### src/frontend_pkg.sv
package frontend_pkg;

    localparam int fifo_depth = 6;
    localparam int fifo_nearly_full_level = 4;

    // rm value that selects a direct 16-bit address when mod is 00
    localparam logic [2:0] modrm_disp_none_rm = 3'b110;

    // Decode sequencer states
    localparam logic [1:0] st_opcode = 2'd0;
    localparam logic [1:0] st_modrm = 2'd1;
    localparam logic [1:0] st_imm = 2'd2;
    localparam logic [1:0] st_hold = 2'd3;

    typedef enum logic [2:0] {
        oc_plain,
        oc_imm8,
        oc_imm16,
        oc_modrm,
        oc_modrm_imm8,
        oc_modrm_imm16
    } opclass_t;

    // Bus side sees the whole word, FIFO write path picks bytes
    typedef union packed {
        logic [15:0] word;
        struct packed {
            logic [7:0] hi;
            logic [7:0] lo;
        } bytes;
    } fetch_word_t;

    typedef struct packed {
        logic [1:0] mod;
        logic [2:0] reg_f;
        logic [2:0] rm;
    } modrm_t;

    // Number of displacement bytes after a ModRM byte
    function automatic logic [1:0] disp_len(modrm_t m);
        case (m.mod)
            2'b00: return (m.rm == modrm_disp_none_rm) ? 2'd2 : 2'd0;
            2'b01: return 2'd1;
            2'b10: return 2'd2;
            default: return 2'd0;
        endcase
    endfunction

endpackage
### src/frontend_ifs.sv
interface immed_if;
    logic        start;
    logic        abort;
    logic        is_8bit;
    logic        busy;
    logic        complete;
    logic [15:0] immediate;

    modport controller (output start, abort, is_8bit, input busy, complete, immediate);
    modport target (input start, abort, is_8bit, output busy, complete, immediate);
endinterface

interface modrm_if;
    import frontend_pkg::*;

    logic        start;
    logic        abort;
    logic        busy;
    logic        complete;
    modrm_t      modrm;
    logic [15:0] disp;

    modport controller (output start, abort, input busy, complete, modrm, disp);
    modport target (input start, abort, output busy, complete, modrm, disp);
endinterface

### src/frontend_top.sv
module frontend_top (
    input  logic        clk,
    input  logic        rst_n,
    input  logic [15:0] instr_m_data_in,
    input  logic        instr_m_ack,
    input  logic        load_new_ip,
    input  logic [15:0] new_cs,
    input  logic [15:0] new_ip,
    input  logic        next_instruction,
    output logic [19:1] instr_m_addr,
    output logic        instr_m_access,
    output logic        insn_valid,
    output logic [7:0]  insn_opcode,
    output logic        insn_has_modrm,
    output logic [7:0]  insn_modrm,
    output logic [15:0] insn_disp,
    output logic [15:0] insn_imm,
    output logic [2:0]  insn_length
);
    logic       fifo_wr_en;
    logic [7:0] fifo_wr_data;
    logic       fifo_flush;
    logic       fifo_rd_en;
    logic [7:0] fifo_rd_data;
    logic       fifo_empty;
    logic       fifo_nearly_full;
    logic       dc_rd_en;
    logic       imm_rd_en;
    logic       mr_rd_en;

    immed_if imm_bus ();
    modrm_if mr_bus ();

    assign fifo_rd_en = dc_rd_en | imm_rd_en | mr_rd_en;

    prefetch u_prefetch (
        .clk              (clk),
        .rst_n            (rst_n),
        .load_new_ip      (load_new_ip),
        .new_cs           (new_cs),
        .new_ip           (new_ip),
        .fifo_nearly_full (fifo_nearly_full),
        .instr_m_data_in  (instr_m_data_in),
        .instr_m_ack      (instr_m_ack),
        .instr_m_addr     (instr_m_addr),
        .instr_m_access   (instr_m_access),
        .fifo_wr_en       (fifo_wr_en),
        .fifo_wr_data     (fifo_wr_data),
        .fifo_flush       (fifo_flush)
    );

    prefetch_fifo u_fifo (
        .clk         (clk),
        .rst_n       (rst_n),
        .flush       (fifo_flush),
        .wr_en       (fifo_wr_en),
        .wr_data     (fifo_wr_data),
        .rd_en       (fifo_rd_en),
        .rd_data     (fifo_rd_data),
        .empty       (fifo_empty),
        .nearly_full (fifo_nearly_full)
    );

    decode_control u_decode (
        .clk              (clk),
        .rst_n            (rst_n),
        .load_new_ip      (load_new_ip),
        .next_instruction (next_instruction),
        .fifo_rd_data     (fifo_rd_data),
        .fifo_empty       (fifo_empty),
        .fifo_rd_en       (dc_rd_en),
        .insn_valid       (insn_valid),
        .insn_opcode      (insn_opcode),
        .insn_has_modrm   (insn_has_modrm),
        .insn_modrm       (insn_modrm),
        .insn_disp        (insn_disp),
        .insn_imm         (insn_imm),
        .insn_length      (insn_length),
        .imm              (imm_bus.controller),
        .mr               (mr_bus.controller)
    );

    immediate_reader u_imm (
        .clk          (clk),
        .rst_n        (rst_n),
        .fifo_rd_data (fifo_rd_data),
        .fifo_empty   (fifo_empty),
        .fifo_rd_en   (imm_rd_en),
        .imm          (imm_bus.target)
    );

    modrm_decode u_modrm (
        .clk          (clk),
        .rst_n        (rst_n),
        .fifo_rd_data (fifo_rd_data),
        .fifo_empty   (fifo_empty),
        .fifo_rd_en   (mr_rd_en),
        .mr           (mr_bus.target)
    );

endmodule

### src/decode_control.sv
module decode_control (
    input  logic        clk,
    input  logic        rst_n,
    input  logic        load_new_ip,
    input  logic        next_instruction,
    input  logic [7:0]  fifo_rd_data,
    input  logic        fifo_empty,
    output logic        fifo_rd_en,
    output logic        insn_valid,
    output logic [7:0]  insn_opcode,
    output logic        insn_has_modrm,
    output logic [7:0]  insn_modrm,
    output logic [15:0] insn_disp,
    output logic [15:0] insn_imm,
    output logic [2:0]  insn_length,
    immed_if.controller imm,
    modrm_if.controller mr
);
    import frontend_pkg::*;

    logic [1:0] state;
    opclass_t   cls;
    opclass_t   cur_cls;
    logic       imm_start_q;
    logic       mr_start_q;

    function automatic opclass_t classify(logic [7:0] op);
        if (op[7:3] == 5'b10110 || op == 8'h04) return oc_imm8;
        if (op[7:3] == 5'b10111 || op == 8'h05) return oc_imm16;
        if (op[7:2] == 6'b100010) return oc_modrm;
        if (op == 8'h80 || op == 8'h83) return oc_modrm_imm8;
        if (op == 8'h81 || op == 8'hc7) return oc_modrm_imm16;
        return oc_plain;
    endfunction

    assign cur_cls = classify(fifo_rd_data);
    assign fifo_rd_en = state == st_opcode;
    assign imm.start = imm_start_q;
    assign imm.abort = load_new_ip;
    assign imm.is_8bit = cls == oc_imm8 || cls == oc_modrm_imm8;
    assign mr.start = mr_start_q;
    assign mr.abort = load_new_ip;
    assign insn_has_modrm = cls inside {oc_modrm, oc_modrm_imm8, oc_modrm_imm16};

    always_ff @(posedge clk or negedge rst_n) begin
        if (!rst_n) begin
            state <= st_opcode;
            cls <= oc_plain;
            insn_valid <= 1'b0;
            imm_start_q <= 1'b0;
            mr_start_q <= 1'b0;
        end else begin
            imm_start_q <= 1'b0;
            mr_start_q <= 1'b0;
            if (load_new_ip) begin
                state <= st_opcode;
                insn_valid <= 1'b0;
            end else begin
                case (state)
                    st_opcode: if (!fifo_empty) begin
                        cls <= cur_cls;
                        if (cur_cls inside {oc_modrm, oc_modrm_imm8, oc_modrm_imm16}) begin
                            mr_start_q <= 1'b1;
                            state <= st_modrm;
                        end else if (cur_cls != oc_plain) begin
                            imm_start_q <= 1'b1;
                            state <= st_imm;
                        end else begin
                            insn_valid <= 1'b1;
                            state <= st_hold;
                        end
                    end
                    st_modrm: if (mr.complete) begin
                        // Immediate follows the displacement
                        if (cls != oc_modrm) begin
                            imm_start_q <= 1'b1;
                            state <= st_imm;
                        end else begin
                            insn_valid <= 1'b1;
                            state <= st_hold;
                        end
                    end
                    st_imm: if (imm.complete) begin
                        insn_valid <= 1'b1;
                        state <= st_hold;
                    end
                    default: if (next_instruction) begin
                        insn_valid <= 1'b0;
                        state <= st_opcode;
                    end
                endcase
            end
        end
    end

    always_ff @(posedge clk) begin
        if (state == st_opcode && !fifo_empty) begin
            insn_opcode <= fifo_rd_data;
            insn_modrm <= '0;
            insn_disp <= '0;
            insn_imm <= '0;
            insn_length <= 3'd1;
        end else if (state == st_modrm && mr.complete) begin
            insn_modrm <= mr.modrm;
            insn_disp <= mr.disp;
            insn_length <= insn_length + 3'd1 + {1'b0, disp_len(mr.modrm)};
        end else if (state == st_imm && imm.complete) begin
            insn_imm <= imm.immediate;
            insn_length <= insn_length + (imm.is_8bit ? 3'd1 : 3'd2);
        end
    end

    // Only one reader may own the FIFO read port
    assert property (@(posedge clk) disable iff (!rst_n)
        !((imm.start || imm.busy) && (mr.start || mr.busy)));

    assert property (@(posedge clk) disable iff (!rst_n)
        fifo_rd_en |-> !imm.busy && !mr.busy);

endmodule

### src/modrm_decode.sv
module modrm_decode (
    input  logic       clk,
    input  logic       rst_n,
    input  logic [7:0] fifo_rd_data,
    input  logic       fifo_empty,
    output logic       fifo_rd_en,
    modrm_if.target    mr
);
    import frontend_pkg::*;

    logic        active;
    logic        got_modrm;
    logic        disp8;
    logic [1:0]  disp_left;
    logic [1:0]  need;
    logic        complete_q;
    modrm_t      modrm_q;
    logic [15:0] disp_q;
    logic        take;

    assign take = active & ~fifo_empty;
    assign need = disp_len(fifo_rd_data);
    assign fifo_rd_en = active;
    assign mr.busy = active;
    assign mr.complete = complete_q;
    assign mr.modrm = modrm_q;
    assign mr.disp = disp_q;

    always_ff @(posedge clk or negedge rst_n) begin
        if (!rst_n) begin
            active <= 1'b0;
            got_modrm <= 1'b0;
            disp8 <= 1'b0;
            disp_left <= '0;
            complete_q <= 1'b0;
        end else if (mr.abort) begin
            active <= 1'b0;
            complete_q <= 1'b0;
        end else begin
            complete_q <= 1'b0;
            if (mr.start) begin
                active <= 1'b1;
                got_modrm <= 1'b0;
            end else if (take && !got_modrm) begin
                got_modrm <= 1'b1;
                disp_left <= need;
                disp8 <= need == 2'd1;
                if (need == 2'd0) begin
                    active <= 1'b0;
                    complete_q <= 1'b1;
                end
            end else if (take) begin
                disp_left <= disp_left - 2'd1;
                if (disp_left == 2'd1) begin
                    active <= 1'b0;
                    complete_q <= 1'b1;
                end
            end
        end
    end

    always_ff @(posedge clk) begin
        if (take && !got_modrm) begin
            modrm_q <= fifo_rd_data;
            disp_q <= '0;
        end else if (take) begin
            if (disp8) begin
                disp_q <= {{8{fifo_rd_data[7]}}, fifo_rd_data};
            end else if (disp_left == 2'd2) begin
                disp_q[7:0] <= fifo_rd_data;
            end else begin
                disp_q[15:8] <= fifo_rd_data;
            end
        end
    end

endmodule

### src/immediate_reader.sv
module immediate_reader (
    input  logic       clk,
    input  logic       rst_n,
    input  logic [7:0] fifo_rd_data,
    input  logic       fifo_empty,
    output logic       fifo_rd_en,
    immed_if.target    imm
);
    logic        active;
    logic        second;
    logic        is_8bit_q;
    logic        complete_q;
    logic [15:0] value;
    logic        take;

    assign take = active & ~fifo_empty;
    assign fifo_rd_en = active;
    assign imm.busy = active;
    assign imm.complete = complete_q;
    assign imm.immediate = value;

    always_ff @(posedge clk or negedge rst_n) begin
        if (!rst_n) begin
            active <= 1'b0;
            second <= 1'b0;
            is_8bit_q <= 1'b0;
            complete_q <= 1'b0;
        end else if (imm.abort) begin
            active <= 1'b0;
            second <= 1'b0;
            complete_q <= 1'b0;
        end else begin
            complete_q <= 1'b0;
            if (imm.start) begin
                active <= 1'b1;
                second <= 1'b0;
                is_8bit_q <= imm.is_8bit;
            end else if (take) begin
                second <= 1'b1;
                if (second || is_8bit_q) begin
                    active <= 1'b0;
                    complete_q <= 1'b1;
                end
            end
        end
    end

    // Little-endian, imm8 left zero-extended
    always_ff @(posedge clk) begin
        if (imm.start) begin
            value <= '0;
        end else if (take) begin
            if (second) begin
                value[15:8] <= fifo_rd_data;
            end else begin
                value[7:0] <= fifo_rd_data;
            end
        end
    end

endmodule

### src/prefetch_fifo.sv
module prefetch_fifo (
    input  logic       clk,
    input  logic       rst_n,
    input  logic       flush,
    input  logic       wr_en,
    input  logic [7:0] wr_data,
    input  logic       rd_en,
    output logic [7:0] rd_data,
    output logic       empty,
    output logic       nearly_full
);
    import frontend_pkg::*;

    logic [7:0]                      mem [fifo_depth];
    logic [$clog2(fifo_depth)-1:0]   rd_ptr;
    logic [$clog2(fifo_depth)-1:0]   wr_ptr;
    logic [$clog2(fifo_depth+1)-1:0] count;
    logic                            do_rd;

    assign do_rd = rd_en & ~empty;
    assign empty = count == '0;
    assign nearly_full = count >= fifo_nearly_full_level;
    assign rd_data = mem[rd_ptr];

    always_ff @(posedge clk or negedge rst_n) begin
        if (!rst_n) begin
            rd_ptr <= '0;
            wr_ptr <= '0;
            count <= '0;
        end else if (flush) begin
            rd_ptr <= '0;
            wr_ptr <= '0;
            count <= '0;
        end else begin
            if (wr_en) begin
                wr_ptr <= (wr_ptr == fifo_depth - 1) ? '0 : wr_ptr + 1'b1;
            end
            if (do_rd) begin
                rd_ptr <= (rd_ptr == fifo_depth - 1) ? '0 : rd_ptr + 1'b1;
            end
            if (wr_en && !do_rd) begin
                count <= count + 1'b1;
            end else if (do_rd && !wr_en) begin
                count <= count - 1'b1;
            end
        end
    end

    always_ff @(posedge clk) begin
        if (wr_en && !flush) begin
            mem[wr_ptr] <= wr_data;
        end
    end

    assert property (@(posedge clk) disable iff (!rst_n)
        wr_en && !flush |-> count < fifo_depth);

endmodule

### src/prefetch.sv
module prefetch (
    input  logic        clk,
    input  logic        rst_n,
    input  logic        load_new_ip,
    input  logic [15:0] new_cs,
    input  logic [15:0] new_ip,
    input  logic        fifo_nearly_full,
    input  logic [15:0] instr_m_data_in,
    input  logic        instr_m_ack,
    output logic [19:1] instr_m_addr,
    output logic        instr_m_access,
    output logic        fifo_wr_en,
    output logic [7:0]  fifo_wr_data,
    output logic        fifo_flush
);
    import frontend_pkg::*;

    logic [15:0] fetch_cs;
    logic [15:0] fetch_ip;
    logic [19:0] linear;
    logic        pending_hi;
    logic [7:0]  hi_byte;
    logic        discard;
    logic        take;
    fetch_word_t word;

    assign linear = {fetch_cs, 4'h0} + {4'h0, fetch_ip};
    assign word.word = instr_m_data_in;

    // Ack for a word that still belongs to the current stream
    assign take = instr_m_access & instr_m_ack & ~discard & ~load_new_ip;

    assign fifo_flush = load_new_ip;
    assign fifo_wr_en = take | (pending_hi & ~load_new_ip);
    assign fifo_wr_data = pending_hi ? hi_byte :
                          fetch_ip[0] ? word.bytes.hi : word.bytes.lo;

    always_ff @(posedge clk or negedge rst_n) begin
        if (!rst_n) begin
            fetch_cs <= '0;
            fetch_ip <= '0;
            instr_m_addr <= '0;
            instr_m_access <= 1'b0;
            pending_hi <= 1'b0;
            discard <= 1'b0;
        end else if (load_new_ip) begin
            fetch_cs <= new_cs;
            fetch_ip <= new_ip;
            pending_hi <= 1'b0;
            // An outstanding fetch still has to finish on the bus
            discard <= instr_m_access & ~instr_m_ack;
            if (instr_m_access && instr_m_ack) begin
                instr_m_access <= 1'b0;
            end
        end else begin
            pending_hi <= 1'b0;
            if (instr_m_access) begin
                if (instr_m_ack) begin
                    instr_m_access <= 1'b0;
                    discard <= 1'b0;
                    if (!discard) begin
                        fetch_ip <= fetch_ip + (fetch_ip[0] ? 16'd1 : 16'd2);
                        pending_hi <= ~fetch_ip[0];
                    end
                end
            end else if (!fifo_nearly_full) begin
                instr_m_access <= 1'b1;
                instr_m_addr <= linear[19:1];
            end
        end
    end

    always_ff @(posedge clk) begin
        if (take) begin
            hi_byte <= word.bytes.hi;
        end
    end

    assert property (@(posedge clk) disable iff (!rst_n)
        instr_m_access && !instr_m_ack |=> instr_m_access && $stable(instr_m_addr));

endmodule

### config.mk
export PLATFORM = sky130hd
export DESIGN_NAME = frontend_top
export DESIGN_NICKNAME = d
export VERILOG_FILES = /design/src/frontend_pkg.sv /design/src/frontend_ifs.sv /design/src/frontend_top.sv /design/src/decode_control.sv /design/src/modrm_decode.sv /design/src/immediate_reader.sv /design/src/prefetch_fifo.sv /design/src/prefetch.sv
export SDC_FILE = /design/constraint.sdc
export NUM_CORES = 1
export LEC_CHECK = 0
export BUFFER_PORTS_ARGS = -buffer_cell sky130_fd_sc_hd__buf_4
export CAP_MARGIN = 20
export CORE_MARGIN = 2
export CORE_UTILIZATION = 43
export CTS_CLUSTER_DIAMETER = 80
export DETAILED_ROUTE_END_ITERATION = 8
export GPL_TIMING_DRIVEN = 1
export PLACE_DENSITY_LB_ADDON = 0.05
export SLEW_MARGIN = 5
export SYNTH_ARGS = -nofsm -noshare
export SYNTH_HDL_FRONTEND = slang
export SYNTH_SLANG_ARGS = --single-unit
### constraint.sdc
create_clock -name clk -period 3.01 [get_ports clk]
set_input_delay 0.301 -clock clk [delete_from_list [all_inputs] [get_ports clk]]
set_output_delay 0.301 -clock clk [all_outputs]
set_load 0.02 [all_outputs]
==> impl_metrics.sql <==
INSERT INTO impl_metrics (metric_group, metric, value, unit) VALUES
('run_status', 'outcome', 'finished clean', ''),
('clock_tree', 'worst_setup_hold_path_clk_slew', '60', 'ps'),
('setup_path', 'endpoint_kind', 'flip-flop', ''),
('pwr', 'power.net_switching', '3.09', 'mW'),
('sta', 'least_margin_pin_slew', '842', 'ps'),
('synthesis', 'yosys_register_bits', '228', ''),
('grt', 'antenna_found_initial', '0', ''),
('route', 'ant_nets', '0', ''),
('placement', 'place_area', '11300', 'µm²'),
('hold_path', 'holdCritPathClass', 'in -> reg', ''),
('cells_and_area', 'most_common_library_cell_in_the_layout_ignoring_fill_and_taps', 'sky130_fd_sc_hd__buf_4', ''),
('sta', 'maxClockFrequency', '384', 'MHz'),
('grt', 'grt-ovfl-total', '0', ''),
('pwr', 'power.clock.fraction', '0.315', ''),
('sta', 'finalWorstSetupSlack', '407', 'ps'),
('grt', 'grt.total_usage', '0.184', ''),
('clock_tree', 'clk-insertion-delay-late', '520', 'ps'),
('setup_path', 'crit_path_cell_chain', 'inv_1 > ha_1 > nor3_1 > nor2_1 > nor3_1 > fa_1 > or3_1 > nand2_1 > xnor2_1 > nor2_1', ''),
('route', 'drt-pass1-iter-count', '4', ''),
('synthesis', 'net_count_after_synthesis', '1002', ''),
('route', 'detail_route.vias_per_cell', '5.09', ''),
('pwr', 'cellLeakagePower', '4.97', 'nW'),
('flow_run', 'cap_viol_max_count', '0', ''),
('placement', 'place_worst_setup_slack', '437', 'ps'),
('synthesis', 'ys_async_sr_fraction', '0.355', ''),
('floorplan', 'initial_utilization', '0.438', ''),
('synthesis', 'synth.distinct_cells', '64', ''),
('pwr', 'share_of_power_burned_in_combinational_logic', '0.270', ''),
('sta', 'final-hold-violation-count', '0', ''),
('synthesis', 'ys.flop_type', 'sky130_fd_sc_hd__dfrtp_1', ''),
('floorplan', 'die_width', '156', 'µm'),
('clock_tree', 'htreeDepth', '1', ''),
('floorplan', 'core_area', '22600', 'µm²'),
('sta', 'setup_viol', '0', ''),
('grt', 'grt_max_degree', '43', ''),
('floorplan', 'row_count', '55', ''),
('sta', 'report.final.slew_viol_count', '0', ''),
('clock_tree', 'tritoncts', 'done', ''),
('cells_and_area', 'layout_common_cells', 'sky130_fd_sc_hd__buf_4, sky130_fd_sc_hd__nand2_1, sky130_fd_sc_hd__nor2_1', ''),
('setup_path', 'worstPathRequired', '3390', 'ps'),
('synthesis', 'synth_cells', '923', ''),
('setup_path', 'startpoint_type', 'flip-flop', ''),
('pwr', 'peakVddDrop', '0.400', 'mV'),
('sta', 'final_sum_of_negative_setup_slack', '0', 'ps'),
('setup_path', 'critPathCapture', 'u_fifo.count[2]$_DFFE_PN0P_', ''),
('pwr', 'power.density_cell_area', '784', 'nW/µm²'),
('setup_path', 'timing.critical_path.from', 'u_decode.state[0]$_DFFE_PN0P_', ''),
('pwr', 'power.switching_fraction', '0.315', ''),
('route', 'vias', '7159', ''),
('synthesis', 'postSynthAreaPerCell', '10.7', 'µm²'),
('setup_path', 'r2r-end', 'u_fifo.count[2]$_DFFE_PN0P_', ''),
('placement', 'dp_wirelength', '15700', 'µm'),
('clock_tree', 'cts-resized-gates', '0', ''),
('setup_path', 'kind_of_cell_with_the_highest_combined_delay_on_the_critical_path', 'simple AND/OR/NAND/NOR gates', ''),
('cells_and_area', 'area_growth_syn_to_layout', '26.0', '%'),
('setup_path', 'critical_path_cell_count', '10', ''),
('setup_path', 'timing.critical_path.arrival', '2980', 'ps'),
('synthesis', 'synth_edf_count', '72', ''),
('route', 'detail_route.drc_violations', '0', ''),
('sta', 'period_share', '0.865', ''),
('setup_path', 'timing.reg2reg.worst_path_depth', '10', ''),
('setup_path', 'critical_path_buf_inv_count', '1', ''),
('pwr', 'power.sequential.fraction', '0.415', ''),
('clock_tree', 'cts-buffers-inserted', '26', ''),
('pwr', 'intPower', '6.71', 'mW'),
('sta', 'grt_setup_unrepaired', 'no', ''),
('setup_path', 'cp_slowest_cell', 'sky130_fd_sc_hd__dfrtp_1', ''),
('synthesis', 'synthesis.yosys.warnings', '0', ''),
('setup_path', 'rr_startpoint', 'u_decode.state[0]$_DFFE_PN0P_', ''),
('grt', 'global_route_wire_length_before_repair', '36300', 'µm'),
('floorplan', 'dieArea', '24300', 'µm²');
## cell usage after synthesis, types with 3 or more instances
master | n | share of area
sky130_fd_sc_hd__nand3_1 | 16 | 0.0081
sky130_fd_sc_hd__nand4_1 | 3 | 0.0019
sky130_fd_sc_hd__or3_1 | 5 | 0.0032
sky130_fd_sc_hd__inv_1 | 30 | 0.011
sky130_fd_sc_hd__mux4_2 | 8 | 0.018
sky130_fd_sc_hd__nor2_1 | 83 | 0.031
sky130_fd_sc_hd__inv_2 | 4 | 0.0015
sky130_fd_sc_hd__nor3_1 | 18 | 0.0091
sky130_fd_sc_hd__xnor2_1 | 19 | 0.017
sky130_fd_sc_hd__xor2_1 | 15 | 0.013
sky130_fd_sc_hd__a211o_1 | 3 | 0.0026
sky130_fd_sc_hd__a211oi_1 | 30 | 0.023
sky130_fd_sc_hd__mux2i_1 | 10 | 0.010
sky130_fd_sc_hd__fa_1 | 4 | 0.0081
sky130_fd_sc_hd__clkbuf_1 | 38 | 0.014
sky130_fd_sc_hd__nand2_1 | 153 | 0.058
sky130_fd_sc_hd__mux2_2 | 26 | 0.030
sky130_fd_sc_hd__o21ai_0 | 66 | 0.033
sky130_fd_sc_hd__nand2b_1 | 5 | 0.0032
sky130_fd_sc_hd__ha_1 | 22 | 0.028
sky130_fd_sc_hd__dfxtp_1 | 75 | 0.15
sky130_fd_sc_hd__mux2i_4 | 8 | 0.018
sky130_fd_sc_hd__a31oi_1 | 6 | 0.0038
sky130_fd_sc_hd__edfxtp_1 | 72 | 0.22
sky130_fd_sc_hd__dfrtp_1 | 81 | 0.20
sky130_fd_sc_hd__o31ai_1 | 6 | 0.0045
sky130_fd_sc_hd__nor2b_1 | 3 | 0.0019
sky130_fd_sc_hd__a21oi_1 | 59 | 0.030
sky130_fd_sc_hd__o211ai_1 | 8 | 0.0061
sky130_fd_sc_hd__and3_1 | 3 | 0.0019
## logic make-up after synthesis
family	count (synthesis)	synth area share
AND/OR/NAND/NOR	306	0.132
flip-flops	228	0.574
AO/OA/AOI/OAI	197	0.119
buffers and inverters	79	0.0322
multiplexers	53	0.0771
XOR/XNOR	34	0.0300
adder cells (fa/ha/maj)	26	0.0358
## worst reg2reg max path: stages (launching register included)
cell	delay (ps)
sky130_fd_sc_hd__dfrtp_1	410
sky130_fd_sc_hd__inv_1	90
sky130_fd_sc_hd__ha_1	330
sky130_fd_sc_hd__nor3_1	90
sky130_fd_sc_hd__nor2_1	380
sky130_fd_sc_hd__nor3_1	130
sky130_fd_sc_hd__fa_1	400
sky130_fd_sc_hd__or3_1	380
sky130_fd_sc_hd__nand2_1	90
sky130_fd_sc_hd__xnor2_1	110
sky130_fd_sc_hd__nor2_1	50
## power groups by stage
stage          combinational, mW  sequential (mW)  clock [mW]
2_1_floorplan               1.54             4.23           0
3_3_place_gp                2.60             4.12           0
3_5_place_dp                2.63             4.12           0
4_1_cts                     2.68             4.07        3.17
5_1_grt                     2.94             4.13        3.29
6_report                    2.64             4.06        3.09
## worst min-delay path by stage
stage | start | cells after the start | end
2_1_floorplan | rst_n | 0 | u_decode.cls[0]$_DFFE_PN0P_
3_3_place_gp | rst_n | 1 | u_prefetch.instr_m_addr[19]$_DFFE_PN0P_
3_5_place_dp | rst_n | 1 | u_prefetch.instr_m_addr[19]$_DFFE_PN0P_
4_1_cts | new_ip[4] | 3 | u_prefetch.fetch_ip[4]$_DFFE_PN0P_
5_1_grt | new_cs[8] | 2 | u_prefetch.fetch_cs[8]$_DFFE_PN0P_
6_report | new_cs[8] | 2 | u_prefetch.fetch_cs[8]$_DFFE_PN0P_
## per-layer routing
metal | part of all wire | wire length, µm | up-vias | GRT usage
met4 | 0.014 | 302 | 0 | 0.0463
li1 | - | - | 3600 | -
met3 | 0.042 | 917 | 23 | 0.0300
met5 | 0 | 0 | - | 0
met1 | 0.49 | 10800 | 3382 | 0.261
met2 | 0.46 | 10100 | 154 | 0.298
## what timing repair did
action | in CTS | in global routing
hold endpoints to repair | 73 | 0
hold buffers | 38 | 0
buffers inserted | 0 | 0
## stage by stage
| step | instances | hold WS, ps |
|---|---|---|
| global route | 1406 | 13.3 |
| floorplan | 923 | 5.41 |
| finish | 1406 | 25.8 |
| CTS | 1405 | 7.10 |
| detailed placement | 1319 | 306 |
| global placement | 1319 | 301 |
## layout make-up
type | instances | area (µm²)
sequential | 228 | 5690
multi-input combinational | 616 | 3910
clock inverter | 10 | 104
timing repair buffer | 194 | 1560
inverter | 35 | 134
tap | 285 | 357
clock buffer | 38 | 747
fill | 2026 | 10100
## flip-flops by register name (all words and copies together), names as in the netlist, 2 cells and up
| signal | flops |
|---|---|
| u_prefetch.fetch_cs | 16 |
| u_prefetch.fetch_ip | 16 |
| u_fifo.mem | 48 |
| u_modrm.mr.disp | 16 |
| u_modrm.mr.modrm | 8 |
| u_decode.insn_imm | 16 |
| u_decode.state | 2 |
| u_fifo.count | 3 |
| u_imm.imm.immediate | 16 |
| u_decode.insn_disp | 16 |
| u_decode.insn_opcode | 8 |
| u_prefetch.hi_byte | 8 |
| u_prefetch.instr_m_addr | 19 |
| u_fifo.wr_ptr | 3 |
| u_decode.cls | 3 |
| u_fifo.rd_ptr | 3 |
| u_modrm.disp_left | 2 |
| u_decode.insn_length | 3 |
| u_decode.insn_modrm | 8 |
No activity file was read; power rests on OpenSTA's default activity.
